## src/soc_pkg.sv

```systemverilog
////////////////////////////////////////
// Memory map, bus widths and shared enums for the peripheral SoC.
// Imported by every RTL module.
////////////////////////////////////////

package soc_pkg;

  // Bus widths
  localparam int unsigned addr_width     = 32;
  localparam int unsigned data_width     = 64;
  localparam int unsigned strb_width     = data_width / 8;
  localparam int unsigned apb_data_width = 32;

  ////////////////////////////////////////
  // Memory map
  ////////////////////////////////////////

  localparam logic [addr_width-1:0] dram_base   = 32'h8000_0000;
  localparam logic [addr_width-1:0] dram_length = 32'h4000_0000;
  localparam logic [addr_width-1:0] uart_base   = 32'hC000_0000;
  localparam logic [addr_width-1:0] uart_length = 32'h0000_1000;
  localparam logic [addr_width-1:0] ctrl_base   = 32'hD000_0000;
  localparam logic [addr_width-1:0] ctrl_length = 32'h0000_1000;

  // Control register offsets
  localparam logic [addr_width-1:0] ctrl_exit_offset   = 32'h0;
  localparam logic [addr_width-1:0] ctrl_cnt_en_offset = 32'h8;

  typedef enum logic [1:0] {slv_l2, slv_uart, slv_ctrl, slv_none} slave_sel_e;

  typedef enum logic [1:0] {xbar_idle, xbar_issue, xbar_wait, xbar_respond} xbar_state_e;

  typedef enum logic [1:0] {apb_idle, apb_setup, apb_access} apb_state_e;

  // Byte-enable merge of new data over a stored word
  function automatic logic [data_width-1:0] merge_bytes(input logic [data_width-1:0] cur_data,
                                                        input logic [data_width-1:0] new_data,
                                                        input logic [strb_width-1:0] be);
    logic [data_width-1:0] result;
    result = cur_data;
    for (int i = 0; i < strb_width; i++) begin
      if (be[i]) result[8*i +: 8] = new_data[8*i +: 8];
    end
    return result;
  endfunction

endpackage

```

## src/ctrl_registers.sv

```systemverilog
////////////////////////////////////////
// Exit and counter-enable control registers, byte-writable and readable.
////////////////////////////////////////
`timescale 1ns/10ps

module ctrl_registers import soc_pkg::*; (
  input  logic                  clk_i,
  input  logic                  arst_n_i,
  input  logic                  req_valid_i,
  output logic                  req_ready_o,
  input  logic                  we_i,
  input  logic [addr_width-1:0] addr_i,
  input  logic [data_width-1:0] wdata_i,
  input  logic [strb_width-1:0] be_i,
  output logic                  rsp_valid_o,
  output logic [data_width-1:0] rdata_o,
  output logic                  err_o,
  output logic [63:0]           exit_o,
  output logic [63:0]           hw_cnt_en_o
);

  logic [addr_width-1:0] offset;
  logic                  access, hit_exit, hit_cnt_en;
  logic [63:0]           exit_q, cnt_en_q;
  logic                  rsp_valid_q, err_q;
  logic [data_width-1:0] rdata_q;

  assign req_ready_o = 1'b1;
  assign access      = req_valid_i && req_ready_o;
  assign offset      = addr_i & (ctrl_length - 1);
  assign hit_exit    = (offset == ctrl_exit_offset);
  assign hit_cnt_en  = (offset == ctrl_cnt_en_offset);

  always_ff @(posedge clk_i or negedge arst_n_i) begin
    if (!arst_n_i) begin
      exit_q      <= '0;
      cnt_en_q    <= '0;
      rsp_valid_q <= 1'b0;
    end else begin
      rsp_valid_q <= access;
      if (access && we_i && hit_exit) exit_q <= merge_bytes(exit_q, wdata_i, be_i);
      if (access && we_i && hit_cnt_en) cnt_en_q <= merge_bytes(cnt_en_q, wdata_i, be_i);
    end
  end

  // Unmapped offsets answer with an error and zero data
  always_ff @(posedge clk_i) begin
    if (access) begin
      err_q <= !(hit_exit || hit_cnt_en);
      if (!we_i && hit_exit) rdata_q <= exit_q;
      else if (!we_i && hit_cnt_en) rdata_q <= cnt_en_q;
      else rdata_q <= '0;
    end
  end

  assign rsp_valid_o = rsp_valid_q;
  assign rdata_o     = rdata_q;
  assign err_o       = err_q;
  assign exit_o      = exit_q;
  assign hw_cnt_en_o = cnt_en_q;

endmodule

```

## config.mk

```make
export PLATFORM = sky130hd
export DESIGN_NAME = ctrl_registers
export DESIGN_NICKNAME = d
export VERILOG_FILES = /design/src/soc_pkg.sv /design/src/ctrl_registers.sv
export SDC_FILE = /design/constraint.sdc
export NUM_CORES = 1
export LEC_CHECK = 0
export BUFFER_PORTS_ARGS = -buffer_cell sky130_fd_sc_hd__buf_2
export CAP_MARGIN = 10
export CORE_MARGIN = 5
export CORE_UTILIZATION = 49
export CTS_CLUSTER_DIAMETER = 40
export CTS_CLUSTER_SIZE = 16
export DETAILED_ROUTE_END_ITERATION = 10
export GPL_TIMING_DRIVEN = 0
export HOLD_SLACK_MARGIN = 0.15
export PLACE_DENSITY = 0.77
export SETUP_SLACK_MARGIN = 0.05
export SLEW_MARGIN = 20
export SYNTH_ARGS = -nofsm -noshare
export SYNTH_HDL_FRONTEND = slang
export SYNTH_SLANG_ARGS = --single-unit
```

## constraint.sdc

```tcl
create_clock -name clk_i -period 1.29 [get_ports clk_i]
set_clock_uncertainty 0.15 [all_clocks]
set_input_delay 0 -clock clk_i [delete_from_list [all_inputs] [get_ports clk_i]]
set_output_delay 0 -clock clk_i [all_outputs]
set_load 0.1 [all_outputs]
```

==> run_results.csv <==
group,metric,value,unit
floorplan,start_util,49.5,%
yosys,synth_seq_cells,194,
floorplan,fp.dieH,139,µm
yosys,synth_edf_count,65,
place,post_dp_cell_area,9970,µm²
yosys,synthAdderAreaFrac,0,%
floorplan,die_w,139,µm
finish,area_growth_syn_to_layout,71.7,%
yosys,synth_top_flop_cell,"dfrtp_1",
yosys,syn-cell-area,8120,µm²
sta,setup_ws,-0.496,ns
yosys,synth_compound_area_share,0,%
floorplan,core,16400,µm²
finish,final_area,13900,µm²
critical_path,worstSetupPathType,"input pin to flop",
clock_tree,clk_latency,0.42,ns
clock_tree,cts_max_path_buffers,2,
power_and_ir_drop,switchingPower,3.40,mW
detailed_routing,post_drt_wl_per_cell,25.3,µm
yosys,synthMuxAreaShare,25.6,%
detailed_routing,antenna_left,0,
sta,maxSlewViolCount,0,
yosys,synthSimpleGateAreaFrac,9.06,%
critical_path,crit_arrival,1.88,ns
detailed_routing,num_vias,6362,
critical_path,reg2reg_from,"hw_cnt_en_o[30]",
sta,setup_viol,192,
yosys,synth_top_family_by_area,"multiplexers",
sta,timing.fmax,560,MHz
finish,fillerInstances,705,
yosys,yosys.area.top_type_share,39.7,%
power_and_ir_drop,power_frac_seq,48.6,%
power_and_ir_drop,p_sw_share,25.5,%
clock_tree,clock_sinks,194,
finish,layout-drive-gt1-share,61.3,%
critical_path,critPathLaunchType,"input pin",
sta,fin_crit,1.79,ns
clock_tree,htree_num_levels,4,
detailed_routing,drtIter0Drc,329,
floorplan,fp-row-count,47,
detailed_routing,firstDrtPassIters,5,
critical_path,cp-startpoint,"addr_i[5]",
power_and_ir_drop,p_leak,6.35,nW
place,dp_hpwl,15700,µm
grt,overflow,0,
critical_path,worstPathCellList,"buf_6 -> or4_4 -> buf_12 -> or4_4 -> buf_12 -> buf_6 -> nor2_1",
power_and_ir_drop,p_int,9.93,mW
flow_run,cap_viol_max_count,0,
critical_path,slowest_stage,"or4_4",
critical_path,required,1.39,ns
sta,tns,-63.21,ns
yosys,yosysSeqAreaShare,63.8,%
grt,grt_usage,26.2,%
hold_path,min_from,"req_valid_i",
floorplan,io_pins,303,
yosys,avgSynthCellArea,15.8,µm²
power_and_ir_drop,pwr-share-comb,11.5,%
sta,fin_hold_ws,-0.225,ns
grt,grt_max_degree,80,
yosys,synth.distinct_cells,16,
outcome,outcome,"finished, violations left",
finish,final_nets,1014,
power_and_ir_drop,pwr-share-clk,40.0,%
yosys,synthTopCellsByArea,"dfrtp_1 (40%), edfxtp_1 (24%), mux2_2 (18%)",
grt,grt_pass1_vias,6906,
power_and_ir_drop,power_density,956,nW/µm²
sta,finalCritPeriodShare,138,%
grt,antenna_found_initial,3,
detailed_routing,routed_wl,28900,µm
power_and_ir_drop,irDropWorstVdd,0.877,mV
yosys,synthXorXnorAreaFrac,0,%
grt,grt_pass1_wl,39800,µm
clock_tree,path_clk_slew,0.08,ns
yosys,synthArstFlopShare,66.5,%
yosys,syn-num-nets,622,
yosys,yosys_warnings,0,
yosys,synth_cells,514,
sta,worst_pin_slew,0.518,ns
detailed_routing,route.detailed.drc,0,
critical_path,critPathMaxStageDelay,0.54,ns
outcome,violations,"negative hold slack, negative setup slack",
detailed_routing,vias_per_cell,5.57,
yosys,synth.top_cells.by_count,"dfrtp_1 (129), mux2_2 (128), edfxtp_1 (65), mux2i_1 (64), nor2_1 (64)",
critical_path,crit_fanout,10,
sta,hold_violations,55,
clock_tree,cts_tree,"yes",
place,gp_congestion,0.800,
clock_tree,cts-root-buf,"clkbuf_16",
yosys,synth.most_common_cell,"dfrtp_1",
critical_path,end_kind,"flop",
place,io_buffers,280,
yosys,yosysTopAreaCell,"dfrtp_1",
hold_path,min_path_type,"input pin to flop",
sta,slew_headroom,65.5,%
floorplan,dieArea,19300,µm²
sta,rsz0062_at_grt,"true",
clock_tree,cts-buffers-inserted,17,
clock_tree,holdBufCountCts,65,
[final cells by class]
type                       count  area [µm²]  area share, %
buffer                        26         279           2.00
clock inverter                 9         108          0.772
sequential                   194        5220           37.4
tap                          220         275           1.97
antenna                        4        10.0         0.0718
multi-input combinational    294        3380           24.2
timing repair buffer         373        4200           30.1
clock buffer                  23         478           3.43
[cells by family (layout without fill, tap and decap cells)]
group,Yosys count,count (layout)
DFF,194,194
and+or+nand+nor,101,101
other,1,5
buffers and inverters,26,431
muxes,192,192
[power by group through the flow]
stage / registers [mW] / clock network, mW / logic (mW)
2_1_floorplan: 7.17 / 0 / 0.197
3_5_place_dp: 6.58 / 0 / 1.21
4_1_cts: 6.47 / 5.28 / 1.45
5_1_grt: 6.48 / 5.63 / 1.58
3_3_place_gp: 6.58 / 0 / 1.16
6_report: 6.47 / 5.33 / 1.53
[state kept, by name, indices dropped and copies added, names as in the netlist]
signal       cells
exit_o          64
hw_cnt_en_o     64
rdata_o         64
err_o            1
rsp_valid_o      1
[per-stage QoR]
step / total power [mW] / worst slack, ns / instances / utilization, % / hold WS (ns)
2_1_floorplan: 7.37 / -0.684 / 514 / - / -0.446
3_3_place_gp: 7.75 / -2.27 / 1014 / 60.4 / 0.0931
3_5_place_dp: 7.79 / -1.49 / 1016 / 60.8 / -0.172
4_1_cts: 13.2 / -0.324 / 1137 / 79.0 / -0.179
5_1_grt: 13.7 / -0.507 / 1142 / 85.0 / -0.234
6_report: 13.3 / -0.496 / 1143 / 85.0 / -0.225
[path summary, 6_finish.rpt]
path | endpoint | slack [ns] | cells past startpoint
worst max-delay path | rdata_o[21] | -0.50 | 7
worst min-delay path | rdata_o[22] | -0.23 | 1
worst max register to register | rdata_o[30] | 0.07 | 2
worst min register to register | exit_o[40] | 0.41 | 1
max in group asynchronous | exit_o[53] | 0.22 | 3
min in group asynchronous | exit_o[25] | -0.03 | 2
[repair_timing]
item,in CTS,in global routing
resized for setup,438,257
buffers inserted,22,1
setup endpoints to repair,387,286
hold endpoints to repair,324,245
cloned,2,1
pin swaps,17,11
[critical path: cells and delay by family]
family,cells,cell delay [ns]
buf+inv,4,0.58
simple gates,3,1.29
[layout by cell type, fill, tap and decap left out]
master	instances
clkbuf_16	19
clkbuf_2	8
buf_6	74
buf_12	77
conb_1	1
edfxtp_1	65
clkinvlp_4	1
dfrtp_2	29
buf_8	28
diode_2	4
clkinv_2	2
or4_4	3
clkinv_4	3
buf_16	3
nand4b_1	8
nor2_1	37
mux2_4	128
nand4_1	8
clkinv_1	1
mux2i_1	64
or3_1	2
clkbuf_8	4
nor4_4	16
buf_2	82
clkbuf_1	5
nor2_2	27
dfrtp_1	100
buf_4	56
dlygate4sd3_1	65
bufinv_16	2
clkbuf_4	1
[layer usage]
layer	vias to the layer above	GRT usage, %	part of all wire (%)
li1	2673	-	-
met1	3283	30.6	37
met2	327	46.1	53
met3	79	6.31	6.1
met4	0	11.3	4.0
met5	-	0	0
No activity file was read; power rests on OpenSTA's default activity.
