`src/soc_pkg.sv`:
```
////////////////////////////////////////
// Memory map, bus widths and shared enums for the peripheral SoC.
// Imported by every RTL module.
////////////////////////////////////////

package soc_pkg;

  // Bus widths
  localparam int unsigned addr_width     = 32;
  localparam int unsigned data_width     = 64;
  localparam int unsigned strb_width     = data_width / 8;
  localparam int unsigned apb_data_width = 32;

  ////////////////////////////////////////
  // Memory map
  ////////////////////////////////////////

  localparam logic [addr_width-1:0] dram_base   = 32'h8000_0000;
  localparam logic [addr_width-1:0] dram_length = 32'h4000_0000;
  localparam logic [addr_width-1:0] uart_base   = 32'hC000_0000;
  localparam logic [addr_width-1:0] uart_length = 32'h0000_1000;
  localparam logic [addr_width-1:0] ctrl_base   = 32'hD000_0000;
  localparam logic [addr_width-1:0] ctrl_length = 32'h0000_1000;

  // Control register offsets
  localparam logic [addr_width-1:0] ctrl_exit_offset   = 32'h0;
  localparam logic [addr_width-1:0] ctrl_cnt_en_offset = 32'h8;

  typedef enum logic [1:0] {slv_l2, slv_uart, slv_ctrl, slv_none} slave_sel_e;

  typedef enum logic [1:0] {xbar_idle, xbar_issue, xbar_wait, xbar_respond} xbar_state_e;

  typedef enum logic [1:0] {apb_idle, apb_setup, apb_access} apb_state_e;

  // Byte-enable merge of new data over a stored word
  function automatic logic [data_width-1:0] merge_bytes(input logic [data_width-1:0] cur_data,
                                                        input logic [data_width-1:0] new_data,
                                                        input logic [strb_width-1:0] be);
    logic [data_width-1:0] result;
    result = cur_data;
    for (int i = 0; i < strb_width; i++) begin
      if (be[i]) result[8*i +: 8] = new_data[8*i +: 8];
    end
    return result;
  endfunction

endpackage

```
`src/soc_xbar.sv`:
```
////////////////////////////////////////
// Address decoder with one outstanding request, routing the master
// to L2, UART or control registers and holding the response.
////////////////////////////////////////
`timescale 1ns/10ps

module soc_xbar import soc_pkg::*; (
  input  logic                  clk_i,
  input  logic                  arst_n_i,
  // Master side
  input  logic                  req_valid_i,
  output logic                  req_ready_o,
  input  logic                  req_we_i,
  input  logic [addr_width-1:0] req_addr_i,
  input  logic [data_width-1:0] req_wdata_i,
  input  logic [strb_width-1:0] req_be_i,
  output logic                  rsp_valid_o,
  input  logic                  rsp_ready_i,
  output logic [data_width-1:0] rsp_rdata_o,
  output logic                  rsp_err_o,
  // L2
  output logic                  l2_req_valid_o,
  input  logic                  l2_req_ready_i,
  output logic                  l2_we_o,
  output logic [addr_width-1:0] l2_addr_o,
  output logic [data_width-1:0] l2_wdata_o,
  output logic [strb_width-1:0] l2_be_o,
  input  logic                  l2_rsp_valid_i,
  input  logic [data_width-1:0] l2_rdata_i,
  input  logic                  l2_err_i,
  // UART
  output logic                  uart_req_valid_o,
  input  logic                  uart_req_ready_i,
  output logic                  uart_we_o,
  output logic [addr_width-1:0] uart_addr_o,
  output logic [data_width-1:0] uart_wdata_o,
  output logic [strb_width-1:0] uart_be_o,
  input  logic                  uart_rsp_valid_i,
  input  logic [data_width-1:0] uart_rdata_i,
  input  logic                  uart_err_i,
  // Control registers
  output logic                  ctrl_req_valid_o,
  input  logic                  ctrl_req_ready_i,
  output logic                  ctrl_we_o,
  output logic [addr_width-1:0] ctrl_addr_o,
  output logic [data_width-1:0] ctrl_wdata_o,
  output logic [strb_width-1:0] ctrl_be_o,
  input  logic                  ctrl_rsp_valid_i,
  input  logic [data_width-1:0] ctrl_rdata_i,
  input  logic                  ctrl_err_i
);

  xbar_state_e           state_q;
  slave_sel_e            sel_q, req_sel;
  logic                  issue_q;
  logic                  we_q, err_q;
  logic [addr_width-1:0] addr_q;
  logic [data_width-1:0] wdata_q, rdata_q;
  logic [strb_width-1:0] be_q;
  logic                  slv_ready, slv_rsp_valid, slv_err;
  logic [data_width-1:0] slv_rdata;

  function automatic slave_sel_e decode(input logic [addr_width-1:0] addr);
    if (addr - dram_base < dram_length) return slv_l2;
    if (addr - uart_base < uart_length) return slv_uart;
    if (addr - ctrl_base < ctrl_length) return slv_ctrl;
    return slv_none;
  endfunction

  assign req_sel = decode(req_addr_i);

  // Mux the selected slave back
  always_comb begin
    slv_ready     = 1'b0;
    slv_rsp_valid = 1'b0;
    slv_rdata     = '0;
    slv_err       = 1'b1;
    case (sel_q)
      slv_l2: begin
        slv_ready     = l2_req_ready_i;
        slv_rsp_valid = l2_rsp_valid_i;
        slv_rdata     = l2_rdata_i;
        slv_err       = l2_err_i;
      end
      slv_uart: begin
        slv_ready     = uart_req_ready_i;
        slv_rsp_valid = uart_rsp_valid_i;
        slv_rdata     = uart_rdata_i;
        slv_err       = uart_err_i;
      end
      slv_ctrl: begin
        slv_ready     = ctrl_req_ready_i;
        slv_rsp_valid = ctrl_rsp_valid_i;
        slv_rdata     = ctrl_rdata_i;
        slv_err       = ctrl_err_i;
      end
      default: ;
    endcase
  end

  ////////////////////////////////////////
  // Transaction FSM
  ////////////////////////////////////////

  always_ff @(posedge clk_i or negedge arst_n_i) begin
    if (!arst_n_i) begin
      state_q <= xbar_idle;
      sel_q   <= slv_none;
      issue_q <= 1'b0;
    end else begin
      case (state_q)
        xbar_idle: begin
          if (req_valid_i) begin
            sel_q   <= req_sel;
            // Unmapped requests skip the slave entirely
            state_q <= (req_sel == slv_none) ? xbar_respond : xbar_issue;
          end
        end
        xbar_issue: begin
          issue_q <= 1'b1;
          state_q <= xbar_wait;
        end
        xbar_wait: begin
          if (issue_q && slv_ready) issue_q <= 1'b0;
          if (slv_rsp_valid) state_q <= xbar_respond;
        end
        xbar_respond: begin
          if (rsp_ready_i) state_q <= xbar_idle;
        end
        default: state_q <= xbar_idle;
      endcase
    end
  end

  always_ff @(posedge clk_i) begin
    if (req_valid_i && req_ready_o) begin
      we_q    <= req_we_i;
      addr_q  <= req_addr_i;
      wdata_q <= req_wdata_i;
      be_q    <= req_be_i;
      rdata_q <= '0;
      err_q   <= (req_sel == slv_none);
    end else if (state_q == xbar_wait && slv_rsp_valid) begin
      rdata_q <= slv_rdata;
      err_q   <= slv_err;
    end
  end

  assign req_ready_o = (state_q == xbar_idle);
  assign rsp_valid_o = (state_q == xbar_respond);
  assign rsp_rdata_o = rdata_q;
  assign rsp_err_o   = err_q;

  // Request fields are shared, only valid is steered
  assign l2_req_valid_o   = issue_q && (sel_q == slv_l2);
  assign l2_we_o          = we_q;
  assign l2_addr_o        = addr_q;
  assign l2_wdata_o       = wdata_q;
  assign l2_be_o          = be_q;
  assign uart_req_valid_o = issue_q && (sel_q == slv_uart);
  assign uart_we_o        = we_q;
  assign uart_addr_o      = addr_q;
  assign uart_wdata_o     = wdata_q;
  assign uart_be_o        = be_q;
  assign ctrl_req_valid_o = issue_q && (sel_q == slv_ctrl);
  assign ctrl_we_o        = we_q;
  assign ctrl_addr_o      = addr_q;
  assign ctrl_wdata_o     = wdata_q;
  assign ctrl_be_o        = be_q;

endmodule

```
`config.mk`:
```
export PLATFORM = sky130hd
export DESIGN_NAME = soc_xbar
export DESIGN_NICKNAME = d
export VERILOG_FILES = /design/src/soc_pkg.sv /design/src/soc_xbar.sv
export SDC_FILE = /design/constraint.sdc
export NUM_CORES = 1
export LEC_CHECK = 0
export ABC_AREA = 1
export BUFFER_PORTS_ARGS = -buffer_cell sky130_fd_sc_hd__buf_4
export CORE_AREA = 2 2 268 270
export DETAILED_ROUTE_END_ITERATION = 8
export DIE_AREA = 0 0 270 272
export GPL_TIMING_DRIVEN = 0
export PLACE_DENSITY_LB_ADDON = 0.3
export SLEW_MARGIN = 20
export SYNTH_ARGS = -nofsm -noshare
export SYNTH_HDL_FRONTEND = slang
export SYNTH_SLANG_ARGS = --single-unit
```
`constraint.sdc`:
```
create_clock -name clk_i -period 10.85 [get_ports clk_i]
set_input_delay 2.17 -clock clk_i [delete_from_list [all_inputs] [get_ports clk_i]]
set_output_delay 2.17 -clock clk_i [all_outputs]
set_load 0.005 [all_outputs]
```
==> flow_summary.yaml <==
run_status:
  status: "completed"
power_and_ir_drop:
  leakagePower_uw: 0.00763
  p_clk_share_pct: 20.3
  power_density_mw_per_mm2: 213
  power_uw: 3320
  pwr-share-seq_pct: 32.3
  pwr-share-comb_pct: 47.4
  switchingPower_uw: 1300
  irDropWorstVdd_uv: 95.4
  swShare_pct: 39.3
  p_int_uw: 2020
worst_setup_path:
  critPathMaxStageDelay_ns: 0.59
  start_kind: "flip-flop"
  critPathRequiredTime_ns: 8.68
  cp_cell_sequence: "inv_2 -> nor2_2 -> buf_2 -> buf_2 -> inv_1 -> nor2_1 -> buf_4"
  r2r_setup_slack_ns: 8.14
  path_max_fanout: 10
  worstPathArrival_ns: 2.52
  crit_top_cell: "buf_2"
  endpoint_kind: "output pin"
  crit_type: "reg2out"
  critPathSlowestCell: "dfstp_2"
placed_design:
  dpl_worst_slack_ns: 6.57
  post-dp-hpwl_um: 41600
  io_buffers: 694
  gp_congestion: 0.938
  placed_area_mm2: 0.0150
clocking:
  holdBufCountCts: 0
  cts_sinks: 175
  cts-root-buf: "clkbuf_16"
  cts_resized: 0
  htreeDepth: 4
  clockBufferDepth: 2
  post_cts_buffers: 0
  cts_tree: "built"
  clock_latency_ns: 0.48
  cts.clk_slew.worst_paths_ns: 0.07
  numCtsBuffers: 17
synth:
  synth_edf_count: 106
  ys_warn_count: 0
  async_flop_share_pct: 2.86
  synth_seq_cells: 175
  syn_area_mm2: 0.00858
  avgSynthCellArea_um2: 9.01
  syn_inst: 952
  synth_seq_area_share_pct: 53.5
  syn-num-nets: 1266
  synthDistinctLibCells: 27
  synth_ff_type: "edfxtp_1"
global_route:
  grt_pass1_vias: 9062
  grt_max_degree: 77
  overflow: 0
  grtUsageTotal_pct: 12.9
  grt_pass1_wl_um: 66900
  antenna_found_initial: 0
run:
  cap_violations: 0
layout:
  fin_area_mm2: 0.0156
  final_common_cell: "buf_4"
  nets: 1980
  area_growth_pct: 82.1
  final_cell_mix: "buf_4, nand2_1, nand3_1"
  drive_gt1_share_pct: 57.4
  fin_util_pct: 22.1
sta:
  rsz0062_at_grt: "false"
  finalHoldViolCount: 0
  fmaxAchievable_mhz: 213
  maxSlewViolCount: 0
  worst_slack_ns: 6.16
  period_share_pct: 43.2
  totalNegativeSetupSlack_ns: 0
  slew_headroom_pct: 44.0
  worst_pin_slew_ns: 0.840
  period_minus_slack_ns: 4.69
  finClkSkew_ns: 0.0155
  setup_viol: 0
floorplanning:
  start_util_pct: 12.1
  die_area_mm2: 0.0734
  die_h_um: 272
  top_level_ports: 695
  die_w_um: 270
  rows: 98
  core_mm2: 0.0708
hold_path:
  hold_class: "reg2reg"
drt:
  routed_via_density: 3.46
  drc: 0
  drt_iter0_markers: 359
  vias: 9098
  post_drt_wl_per_cell_um: 18.5
  routed_wl_um: 48800
  detail_route.first_pass.iterations: 5
  ant_nets: 0
-- worst paths after layout --
| kind | from | end | depth (start not counted) |
|---|---|---|---|
| setup / recovery | sel_q[1] | ctrl_req_valid_o | 7 |
| hold / removal | rsp_rdata_o[43] | rsp_rdata_o[43] | 2 |
| setup reg to reg | state_q[0] | rsp_err_o | 6 |
| hold reg to reg | rsp_rdata_o[43] | rsp_rdata_o[43] | 2 |
| max in group asynchronous | arst_n_i | sel_q[0] | 1 |
| min in group asynchronous | arst_n_i | state_q[1] | 1 |
-- flip-flops by register name (all words and copies together) (netlist names) --
register      count
ctrl_addr_o      32
ctrl_be_o         8
ctrl_wdata_o     64
ctrl_we_o         1
issue_q           1
rsp_err_o         1
rsp_rdata_o      64
sel_q             2
state_q           2
-- stage by stage --
stage / hold slack [ns] / instances
final: 0.474 / 2630
after global routing: 0.496 / 2629
after CTS: 0.477 / 2629
after detailed placement: 0.464 / 2597
after global placement: 0.460 / 2596
after floorplan: 0.464 / 952
-- power groups by stage --
stage               Clock, uW  Sequential (uW)  Combinational [uW]
finish                    674             1070                1580
global placement            0             1100                1610
global route              728             1100                1720
detailed placement          0             1090                1620
CTS                       703             1080                1620
floorplan                   0             1040                 678
-- logic make-up after synthesis --
kind of cell               synth area share, %
DFF                                       53.5
adders and majority gates                0.583
muxes                                    0.117
buffers and inverters                     21.1
and+or+nand+nor                           23.8
AOI/OAI and AO/OA                        0.875
-- synthesized netlist by cell type, types with 2 or more instances --
master | instances | share of area, %
nand2_1 | 337 | 15
buf_4 | 210 | 18
nand3_1 | 132 | 7.7
edfxtp_1 | 106 | 37
dfxtp_1 | 64 | 15
buf_2 | 22 | 1.3
nor2_1 | 19 | 0.83
clkbuf_1 | 14 | 0.61
inv_1 | 12 | 0.52
a21oi_1 | 5 | 0.29
buf_1 | 5 | 0.22
ha_1 | 4 | 0.58
o21ai_0 | 4 | 0.23
dfrtp_1 | 3 | 0.87
dfstp_2 | 2 | 0.61
nor3_1 | 2 | 0.12
-- final cells by class --
class | count | area [um2]
antenna | 1 | 2.50
buffer | 251 | 1760
clock buffer | 19 | 433
clock inverter | 13 | 176
fill | 7832 | 55100
inverter | 13 | 53.8
multi-input combinational | 513 | 2180
sequential | 175 | 4590
tap | 950 | 1190
timing repair buffer | 695 | 5240
-- critical path, delay by kind of cell (launching register included) --
family / cells / cell delay [ns]
simple gates: 2 / 0.42
buf+inv: 5 / 1.02
flops: 1 / 0.59
-- layer usage --
layer  GRT usage [%]  routed length [um]
met1            13.7               18300
met2            23.7               25600
met3            3.43                3250
met4            5.86                1580
met5               0                   0
Note: power is estimated with default switching activity, not from simulation.
