### src/soc_pkg.sv
////////////////////////////////////////
// Memory map, bus widths and shared enums for the peripheral SoC.
// Imported by every RTL module.
////////////////////////////////////////

package soc_pkg;

  // Bus widths
  localparam int unsigned addr_width     = 32;
  localparam int unsigned data_width     = 64;
  localparam int unsigned strb_width     = data_width / 8;
  localparam int unsigned apb_data_width = 32;

  ////////////////////////////////////////
  // Memory map
  ////////////////////////////////////////

  localparam logic [addr_width-1:0] dram_base   = 32'h8000_0000;
  localparam logic [addr_width-1:0] dram_length = 32'h4000_0000;
  localparam logic [addr_width-1:0] uart_base   = 32'hC000_0000;
  localparam logic [addr_width-1:0] uart_length = 32'h0000_1000;
  localparam logic [addr_width-1:0] ctrl_base   = 32'hD000_0000;
  localparam logic [addr_width-1:0] ctrl_length = 32'h0000_1000;

  // Control register offsets
  localparam logic [addr_width-1:0] ctrl_exit_offset   = 32'h0;
  localparam logic [addr_width-1:0] ctrl_cnt_en_offset = 32'h8;

  typedef enum logic [1:0] {slv_l2, slv_uart, slv_ctrl, slv_none} slave_sel_e;

  typedef enum logic [1:0] {xbar_idle, xbar_issue, xbar_wait, xbar_respond} xbar_state_e;

  typedef enum logic [1:0] {apb_idle, apb_setup, apb_access} apb_state_e;

  // Byte-enable merge of new data over a stored word
  function automatic logic [data_width-1:0] merge_bytes(input logic [data_width-1:0] cur_data,
                                                        input logic [data_width-1:0] new_data,
                                                        input logic [strb_width-1:0] be);
    logic [data_width-1:0] result;
    result = cur_data;
    for (int i = 0; i < strb_width; i++) begin
      if (be[i]) result[8*i +: 8] = new_data[8*i +: 8];
    end
    return result;
  endfunction

endpackage

### src/uart_apb_bridge.sv
////////////////////////////////////////
// Bus to APB3 master bridge for the UART, one transfer at a time.
////////////////////////////////////////
`timescale 1ns/10ps

module uart_apb_bridge import soc_pkg::*; (
  input  logic                      clk_i,
  input  logic                      arst_n_i,
  input  logic                      req_valid_i,
  output logic                      req_ready_o,
  input  logic                      we_i,
  input  logic [addr_width-1:0]     addr_i,
  input  logic [data_width-1:0]     wdata_i,
  output logic                      rsp_valid_o,
  output logic [data_width-1:0]     rdata_o,
  output logic                      err_o,
  // APB master
  output logic                      psel_o,
  output logic                      penable_o,
  output logic                      pwrite_o,
  output logic [addr_width-1:0]     paddr_o,
  output logic [apb_data_width-1:0] pwdata_o,
  input  logic [apb_data_width-1:0] prdata_i,
  input  logic                      pready_i,
  input  logic                      pslverr_i
);

  apb_state_e                state_q;
  logic                      we_q;
  logic [addr_width-1:0]     paddr_q;
  logic [apb_data_width-1:0] pwdata_q;
  logic                      rsp_valid_q;
  logic [data_width-1:0]     rdata_q;
  logic                      err_q;
  logic                      done;

  assign req_ready_o = (state_q == apb_idle);
  assign done        = (state_q == apb_access) && pready_i;

  always_ff @(posedge clk_i or negedge arst_n_i) begin
    if (!arst_n_i) begin
      state_q     <= apb_idle;
      rsp_valid_q <= 1'b0;
    end else begin
      rsp_valid_q <= done;
      case (state_q)
        apb_idle:   if (req_valid_i) state_q <= apb_setup;
        apb_setup:  state_q <= apb_access;
        apb_access: if (pready_i) state_q <= apb_idle;
        default:    state_q <= apb_idle;
      endcase
    end
  end

  always_ff @(posedge clk_i) begin
    if (req_valid_i && req_ready_o) begin
      we_q     <= we_i;
      // Low 12 bits select the UART register
      paddr_q  <= addr_i & (uart_length - 1);
      pwdata_q <= wdata_i[apb_data_width-1:0];
    end
    if (done) begin
      rdata_q <= we_q ? '0 : data_width'(prdata_i);
      err_q   <= pslverr_i;
    end
  end

  assign psel_o      = (state_q != apb_idle);
  assign penable_o   = (state_q == apb_access);
  assign pwrite_o    = we_q;
  assign paddr_o     = paddr_q;
  assign pwdata_o    = pwdata_q;
  assign rsp_valid_o = rsp_valid_q;
  assign rdata_o     = rdata_q;
  assign err_o       = err_q;

endmodule

### config.mk
export PLATFORM = sky130hd
export DESIGN_NAME = uart_apb_bridge
export DESIGN_NICKNAME = d
export VERILOG_FILES = /design/src/soc_pkg.sv /design/src/uart_apb_bridge.sv
export SDC_FILE = /design/constraint.sdc
export NUM_CORES = 1
export LEC_CHECK = 0
export ABC_CLOCK_PERIOD_IN_PS = 2300
export BUFFER_PORTS_ARGS = -buffer_cell sky130_fd_sc_hd__buf_2
export CORE_AREA = 2 2 105 107
export CTS_CLUSTER_DIAMETER = 100
export CTS_CLUSTER_SIZE = 24
export DETAILED_ROUTE_END_ITERATION = 12
export DIE_AREA = 0 0 107 109
export PLACE_DENSITY_LB_ADDON = 0.1
export RECOVER_POWER = 100
export SETUP_SLACK_MARGIN = 0.1
export SKIP_LAST_GASP = 1
export SLEW_MARGIN = 20
export SYNTH_ARGS = -nofsm -noshare
export SYNTH_HDL_FRONTEND = slang
export SYNTH_SLANG_ARGS = --single-unit
### constraint.sdc
create_clock -name clk_i -period 2.3 [get_ports clk_i]
set_input_delay 0.345 -clock clk_i [delete_from_list [all_inputs] [get_ports clk_i]]
set_output_delay 0.345 -clock clk_i [all_outputs]
set_load 0.05 [all_outputs]
==> impl_metrics.py, run 1 <==
metrics = {
    "synthesis": {
        "yosysWarnings": 0,
        "yosysSeqAreaShare_pct": 78.4,
        "netlist_area_sq_um": 3080,
        "ys_seq_elements": 81,
        "synth_top_area_cell": "edfxtp_1",
        "synth_area_leaders": "edfxtp_1, buf_4, nor2b_1",
        "syn_avg_cell_area_sq_um": 17.4,
        "synth_cells": 177,
        "ys_types": 12,
        "yosysTopAreaCellShare_pct": 76.0,
    },
    "setup_path": {
        "slowest_stage": "clkbuf_1",
        "cp-startpoint": "state_q[0]",
        "r2r_start": "state_q[0]",
        "crit_cells": 3,
        "critPathLaunchType": "flip-flop",
        "cp_data_arrival_time_ns": 1.56,
        "ff2ff_setup_slack_ns": 0.43,
        "cp_num_buf_inv": 2,
        "crit_fanout": 3,
        "r2r_cells": 3,
        "critPathMaxStageDelay_ns": 0.47,
        "crit_type": "reg2out",
        "path_cells": "or2_0 -> clkinv_1 -> clkbuf_1",
        "worstSetupEndpoint": "req_ready_o",
        "crit_path_end_kind": "primary output",
        "rr_endpoint": "rdata_o[4]",
        "cp_top_family": "buffers and inverters",
        "required_ns": 1.96,
    },
    "grt": {
        "grtUsageMet1_pct": 11.9,
        "grt-busiest-layer": "met2",
        "track_usage_pct": 10.2,
        "grt_overflow": 0,
        "met2_usage_pct": 15.2,
        "met3_usage_pct": 5.26,
        "antenna_found_initial": 0,
        "grt_pass1_wl_um": 8580,
        "grt_pass1_vias": 1663,
        "grt_max_degree": 40,
    },
    "sta": {
        "layout_setup_ws_ns": 0.398,
        "final.period_utilization_pct": 82.7,
        "finalCriticalPeriod_ns": 1.90,
        "max_slew.worst_pin.slew_ns": 0.668,
        "timing.fmax_mhz": 526,
        "slew_headroom_pct": 55.5,
        "fin_skew_ns": 0.0104,
        "final_max_slew_viol_count": 0,
        "setup_viol": 0,
        "final-hold-violation-count": 0,
        "final.setup.tns_ns": 0,
        "rsz0062_at_grt": "false",
    },
    "outcome": {
        "status": "completed",
    },
    "cts": {
        "cts.sinks": 81,
        "cts_setup_buffers": 0,
        "cts_tree": "built",
        "clkSlewWorstSetupHoldPaths_ns": 0.09,
        "cts-root-buf": "clkbuf_8",
        "clockBufferDepth": 2,
        "cts_made_buffers": 9,
        "clock_latency_ns": 0.35,
        "cts_max_level": 3,
    },
    "floorplan": {
        "initial_core_util_pct": 29.1,
        "top_level_ports": 268,
        "fp-row-count": 38,
        "dieArea_sq_um": 11700,
        "die_h_um": 109,
        "coreArea_sq_um": 10600,
        "die_w_um": 107,
    },
    "layout": {
        "multi_input_area_sq_um": 447,
        "seq_area_sq_um": 2420,
        "drive_gt1_share_pct": 28.0,
        "fill_cells": 1082,
        "diodes": 0,
        "finalNetCount": 486,
        "fin_area_sq_um": 4000,
        "syn_to_final_growth_pct": 29.6,
    },
    "power": {
        "combPwrFrac_pct": 34.9,
        "p_sw_share_pct": 42.9,
        "power.leakage_nw": 1.56,
        "clockPowerShare_pct": 22.0,
        "p_per_area_nw_per_um2": 1180,
        "p_seq_share_pct": 43.1,
        "p_sw_w": 0.00202,
        "ir_drop_mv": 0.440,
        "intPower_w": 0.00269,
    },
    "min_path": {
        "hold_path_class": "in2reg",
        "min_path_cells": 1,
    },
    "routing": {
        "wl_per_cell_um": 12.5,
        "wirelength_um": 6220,
        "drt-vias-per-instance": 3.75,
        "drc": 0,
        "firstDrtPassIters": 4,
        "num_vias": 1862,
        "drt-initial-drc-count": 42,
        "antenna_left": 0,
    },
    "placement": {
        "place_area_sq_um": 3920,
        "gp_congestion": 0.674,
        "pre_cts_ws_ns": 0.715,
        "hpwl_um": 4580,
        "port-buffer-count": 163,
    },
    "run": {
        "maxCapViolCount": 0,
    },
}
## Yosys cell counts
| cell | n |
|---|---|
| and2b_2 | 1 |
| or2_4 | 1 |
| and2_1 | 3 |
| conb_1 | 1 |
| mux2i_1 | 1 |
| buf_2 | 3 |
| dfrtp_1 | 3 |
| nor2b_1 | 32 |
| edfxtp_1 | 78 |
| nand2b_1 | 1 |
| inv_2 | 1 |
| buf_4 | 52 |
## layout make-up
type | instances | area share, %
clock inverters | 6 | 1.66
multi-input cells | 91 | 11.2
clock buffers | 10 | 3.19
flip-flops and latches | 81 | 60.5
inverters | 1 | 0.0939
repair buffers | 168 | 19.0
well taps | 140 | 4.38
## how the worst min path moves through the flow
stage	from	endpoint	slack [ns]
final	pslverr_i	err_o	0.17
after global routing	addr_i[9]	paddr_o[9]	0.14
after CTS	wdata_i[30]	pwdata_o[30]	0.14
after detailed placement	arst_n_i	rsp_valid_o	0.15
after global placement	arst_n_i	rsp_valid_o	0.15
after floorplan	arst_n_i	rsp_valid_o	0.05
## cells in the final DEF, fill, tap and decap left out
| master | n |
|---|---|
| and2_0 | 1 |
| or2_0 | 1 |
| dlygate4sd3_1 | 1 |
| clkbuf_1 | 84 |
| clkinv_1 | 2 |
| inv_6 | 2 |
| bufinv_16 | 1 |
| clkbuf_2 | 1 |
| buf_12 | 1 |
| nand2b_1 | 1 |
| and2b_2 | 1 |
| edfxtp_1 | 78 |
| buf_2 | 81 |
| conb_1 | 52 |
| mux2i_1 | 1 |
| clkinvlp_4 | 2 |
| dfrtp_1 | 3 |
| and2_1 | 1 |
| buf_4 | 1 |
| and2_2 | 1 |
| nor2b_1 | 32 |
| clkbuf_8 | 9 |
## per-layer routing
metal / routed length [um] / part of all wire (%) / up-vias
met1: 2450 / 39 / 850
met5: 0 / 0 / -
met4: 130 / 2.1 / 0
met3: 841 / 14 / 13
li1: - / - / 861
met2: 2800 / 45 / 138
## state kept, by name, summed over array words and instances (netlist names)
| register | flops |
|---|---|
| paddr_o | 12 |
| err_o | 1 |
| state_q | 2 |
| rsp_valid_o | 1 |
| rdata_o | 32 |
| pwrite_o | 1 |
| pwdata_o | 32 |
## logic make-up after synthesis
group | after synthesis | synth area share (%)
buf+inv | 56 | 13.3
simple gates | 38 | 7.87
flops | 81 | 78.4
other cells | 1 | 0.122
mux | 1 | 0.325
## power by group through the flow
stage	Combinational, W	Sequential, W	Clock (W)
6_report	0.00165	0.00203	0.00104
5_1_grt	0.00173	0.00206	0.00115
4_1_cts	0.00177	0.00203	0.00109
3_5_place_dp	0.00177	0.00206	0
3_3_place_gp	0.00177	0.00205	0
2_1_floorplan	0.000555	0.00292	0
## timing repair
| item | in CTS | in global routing |
|---|---|---|
| resized for setup | 0 | 0 |
| hold buffers | 1 | 0 |
| hold endpoints to repair | 3 | 0 |
## metrics by stage
step | hold slack [ns] | cells | total power, W | utilization, %
5_1_grt | 0.136 | 497 | 0.00493 | 37.7
3_5_place_dp | 0.148 | 480 | 0.00383 | 36.9
3_3_place_gp | 0.146 | 480 | 0.00382 | 36.9
6_report | 0.168 | 497 | 0.00471 | 37.7
2_1_floorplan | 0.0494 | 228 | 0.00347 | -
4_1_cts | 0.140 | 497 | 0.00488 | 38.9
Note: power is estimated with default switching activity, not from simulation.
==> run 2, diff against run 1 <==
--- a/config.mk
+++ b/config.mk
@@ -5,13 +5,14 @@
 export SDC_FILE = /design/constraint.sdc
 export NUM_CORES = 1
 export LEC_CHECK = 0
-export ABC_CLOCK_PERIOD_IN_PS = 2300
+export ABC_AREA = 1
+export ABC_CLOCK_PERIOD_IN_PS = 1700
 export BUFFER_PORTS_ARGS = -buffer_cell sky130_fd_sc_hd__buf_2
-export CORE_AREA = 2 2 105 107
+export CORE_AREA = 2 2 103 105
 export CTS_CLUSTER_DIAMETER = 100
 export CTS_CLUSTER_SIZE = 24
 export DETAILED_ROUTE_END_ITERATION = 12
-export DIE_AREA = 0 0 107 109
+export DIE_AREA = 0 0 105 107
 export PLACE_DENSITY_LB_ADDON = 0.1
 export RECOVER_POWER = 100
 export SETUP_SLACK_MARGIN = 0.1
==> constraint.sdc (replaced) <==
create_clock -name clk_i -period 1.7 [get_ports clk_i]
set_input_delay 0.255 -clock clk_i [delete_from_list [all_inputs] [get_ports clk_i]]
set_output_delay 0.255 -clock clk_i [all_outputs]
set_load 0.05 [all_outputs]
==> run 2 against run 1 <==
- final cell count grew 6.6%
- combinational power grew 36%
- utilization grew 2.3 points
- sequential power grew 36%
- power grew 35%
- synthesized area grew 1.9%
- register-to-register slack lost 0.23 ns
- global-route usage grew 0.40 points
- flip-flop and latch count is the same
==> impl_metrics.py, run 2 <==
metrics = {
    "outcome": {
        "status": "completed",
    },
    "grt": {
        "grt_overflow": 0,
        "track_usage_pct": 10.6,
        "antenna_found_initial": 0,
        "grt_max_degree": 46,
        "grt_pass1_vias": 1803,
        "grt_pass1_wl_um": 8960,
    },
    "sta": {
        "rsz0062_at_grt": "false",
        "max_slew.worst_pin.slew_ns": 0.642,
        "final-hold-violation-count": 0,
        "fin_skew_ns": 0.00499,
        "finalCriticalPeriod_ns": 1.53,
        "setup_viol": 0,
        "slew_headroom_pct": 57.2,
        "final.setup.tns_ns": 0,
        "final_max_slew_viol_count": 0,
        "hold_ws_ns": 0.0851,
        "final.period_utilization_pct": 89.8,
        "timing.fmax_mhz": 655,
    },
    "synthesis": {
        "ys_types": 10,
        "synth-async-reset-ratio_pct": 3.70,
        "synth_area_leaders": "edfxtp_1, buf_4, inv_1",
        "synth_top_area_cell": "edfxtp_1",
        "netlist_area_sq_um": 3140,
        "synth.most_common_cell": "edfxtp_1",
        "ys_seq_elements": 81,
        "netlist_top_cells_count": "edfxtp_1, buf_4, inv_1, nor2_1",
        "synth_edf_count": 78,
        "yosysWarnings": 0,
        "synth_cells": 215,
        "syn_avg_cell_area_sq_um": 14.6,
        "yosysSeqAreaShare_pct": 76.9,
        "yosysTopAreaCellShare_pct": 74.6,
        "yosys_most_used_dff": "edfxtp_1",
    },
    "placement": {
        "hpwl_um": 4600,
        "port-buffer-count": 163,
        "dp_cells": 513,
        "gp_congestion": 0.683,
    },
    "power": {
        "finalPower_w": 0.00635,
        "p_seq_share_pct": 43.6,
        "p_sw_share_pct": 42.8,
        "combPwrFrac_pct": 35.4,
        "p_sw_w": 0.00272,
        "clockPowerShare_pct": 21.0,
        "power.leakage_nw": 1.75,
        "intPower_w": 0.00363,
        "p_per_area_nw_per_um2": 1580,
        "ir_drop_mv": 0.507,
    },
    "setup_path": {
        "crit_path_end_kind": "primary output",
        "cp_data_arrival_time_ns": 1.27,
        "required_ns": 1.44,
        "crit_type": "reg2out",
        "critPathLaunchType": "flip-flop",
        "crit_fanout": 3,
    },
    "layout": {
        "fill_cells": 1076,
        "mostFrequentLayoutCell": "clkbuf_1",
        "diodes": 0,
        "fin_util_pct": 40.0,
        "final_cell_mix": "clkbuf_1, edfxtp_1, buf_2",
        "syn_to_final_growth_pct": 28.4,
        "finalNetCount": 523,
        "drive_gt1_share_pct": 25.6,
        "fin_cells": 530,
    },
    "floorplan": {
        "die_w_um": 105,
        "die_h_um": 107,
        "top_level_ports": 268,
        "dieArea_sq_um": 11200,
        "coreArea_sq_um": 10100,
        "fp-row-count": 37,
        "initial_core_util_pct": 31.1,
    },
    "routing": {
        "wirelength_um": 6260,
        "drt-vias-per-instance": 3.63,
        "drt-initial-drc-count": 57,
        "num_vias": 1926,
        "drc": 0,
        "antenna_left": 0,
        "firstDrtPassIters": 4,
        "wl_per_cell_um": 11.8,
    },
    "cts": {
        "cts_max_level": 3,
        "clock_latency_ns": 0.34,
        "cts-root-buf": "clkbuf_8",
        "cts_setup_buffers": 0,
        "cts_made_buffers": 9,
        "cts_tree": "built",
        "cts.sinks": 81,
        "clkSlewWorstSetupHoldPaths_ns": 0.08,
        "clockBufferDepth": 2,
    },
    "run": {
        "maxCapViolCount": 0,
    },
    "min_path": {
        "hold_path_class": "in2reg",
    },
}
==> run 2: kinds of logic (layout without fill, tap and decap cells) <==
logic type / count (synthesis) / after routing / share of synthesized area (%)
AND/OR/NAND/NOR: 40 / 40 / 4.90
flip-flops: 81 / 81 / 76.9
other: 1 / 52 / 0.119
buffers and inverters: 93 / 221 / 18.0
==> run 2: final timing paths <==
kind                             start           end  slack, ns  depth (start not counted)
setup / recovery            state_q[0]     penable_o       0.17                          4
hold / removal             wdata_i[13]  pwdata_o[13]       0.09                          1
setup reg to reg            state_q[0]   rdata_o[15]       0.20                          4
hold reg to reg             state_q[0]    state_q[1]       0.56                          2
max in group asynchronous     arst_n_i   rsp_valid_o       1.30                          2
min in group asynchronous     arst_n_i    state_q[0]       0.25                          2
==> run 2: per-stage QoR <==
step	cell area [sq um]	worst slack [ns]
after floorplan	3350	-0.537
after global placement	3960	0.380
after detailed placement	3960	0.377
after CTS	4160	0.159
after global routing	4030	0.0847
final	4030	0.174
==> run 2: what timing repair did <==
item | in CTS | in global routing
resized for setup | 0 | 0
hold buffers | 1 | 0
endpoints found under the hold margin | 3 | 0
==> run 2: critical path: stages, from the launching register on <==
cell      delay, ns
dfrtp_1        0.42
inv_1          0.08
nand2_1        0.10
inv_1          0.07
clkbuf_2       0.27
==> run 2: layout make-up <==
cell class | instances | area, sq um | share of cell area, %
Sequential cell | 81 | 2420 | 59.9
Timing Repair Buffer | 167 | 747 | 18.5
Multi-Input combinational cell | 92 | 369 | 9.15
Tap cell | 136 | 170 | 4.22
Inverter | 38 | 143 | 3.54
Clock buffer | 11 | 131 | 3.26
Clock inverter | 5 | 56.3 | 1.40
==> run 2: power by group through the flow <==
stage | Combinational [W] | Clock, W | Sequential (W)
floorplan | 0.000814 | 0 | 0.00393
global placement | 0.00241 | 0 | 0.00279
detailed placement | 0.00240 | 0 | 0.00280
CTS | 0.00240 | 0.00141 | 0.00276
global route | 0.00237 | 0.00149 | 0.00281
finish | 0.00225 | 0.00133 | 0.00277
==> run 2: per-layer routing <==
layer  routed length, um  track usage [%]
met5                   0                0
met3                 939             6.57
met4                  80             4.86
met1                2480             12.6
met2                2760             15.2
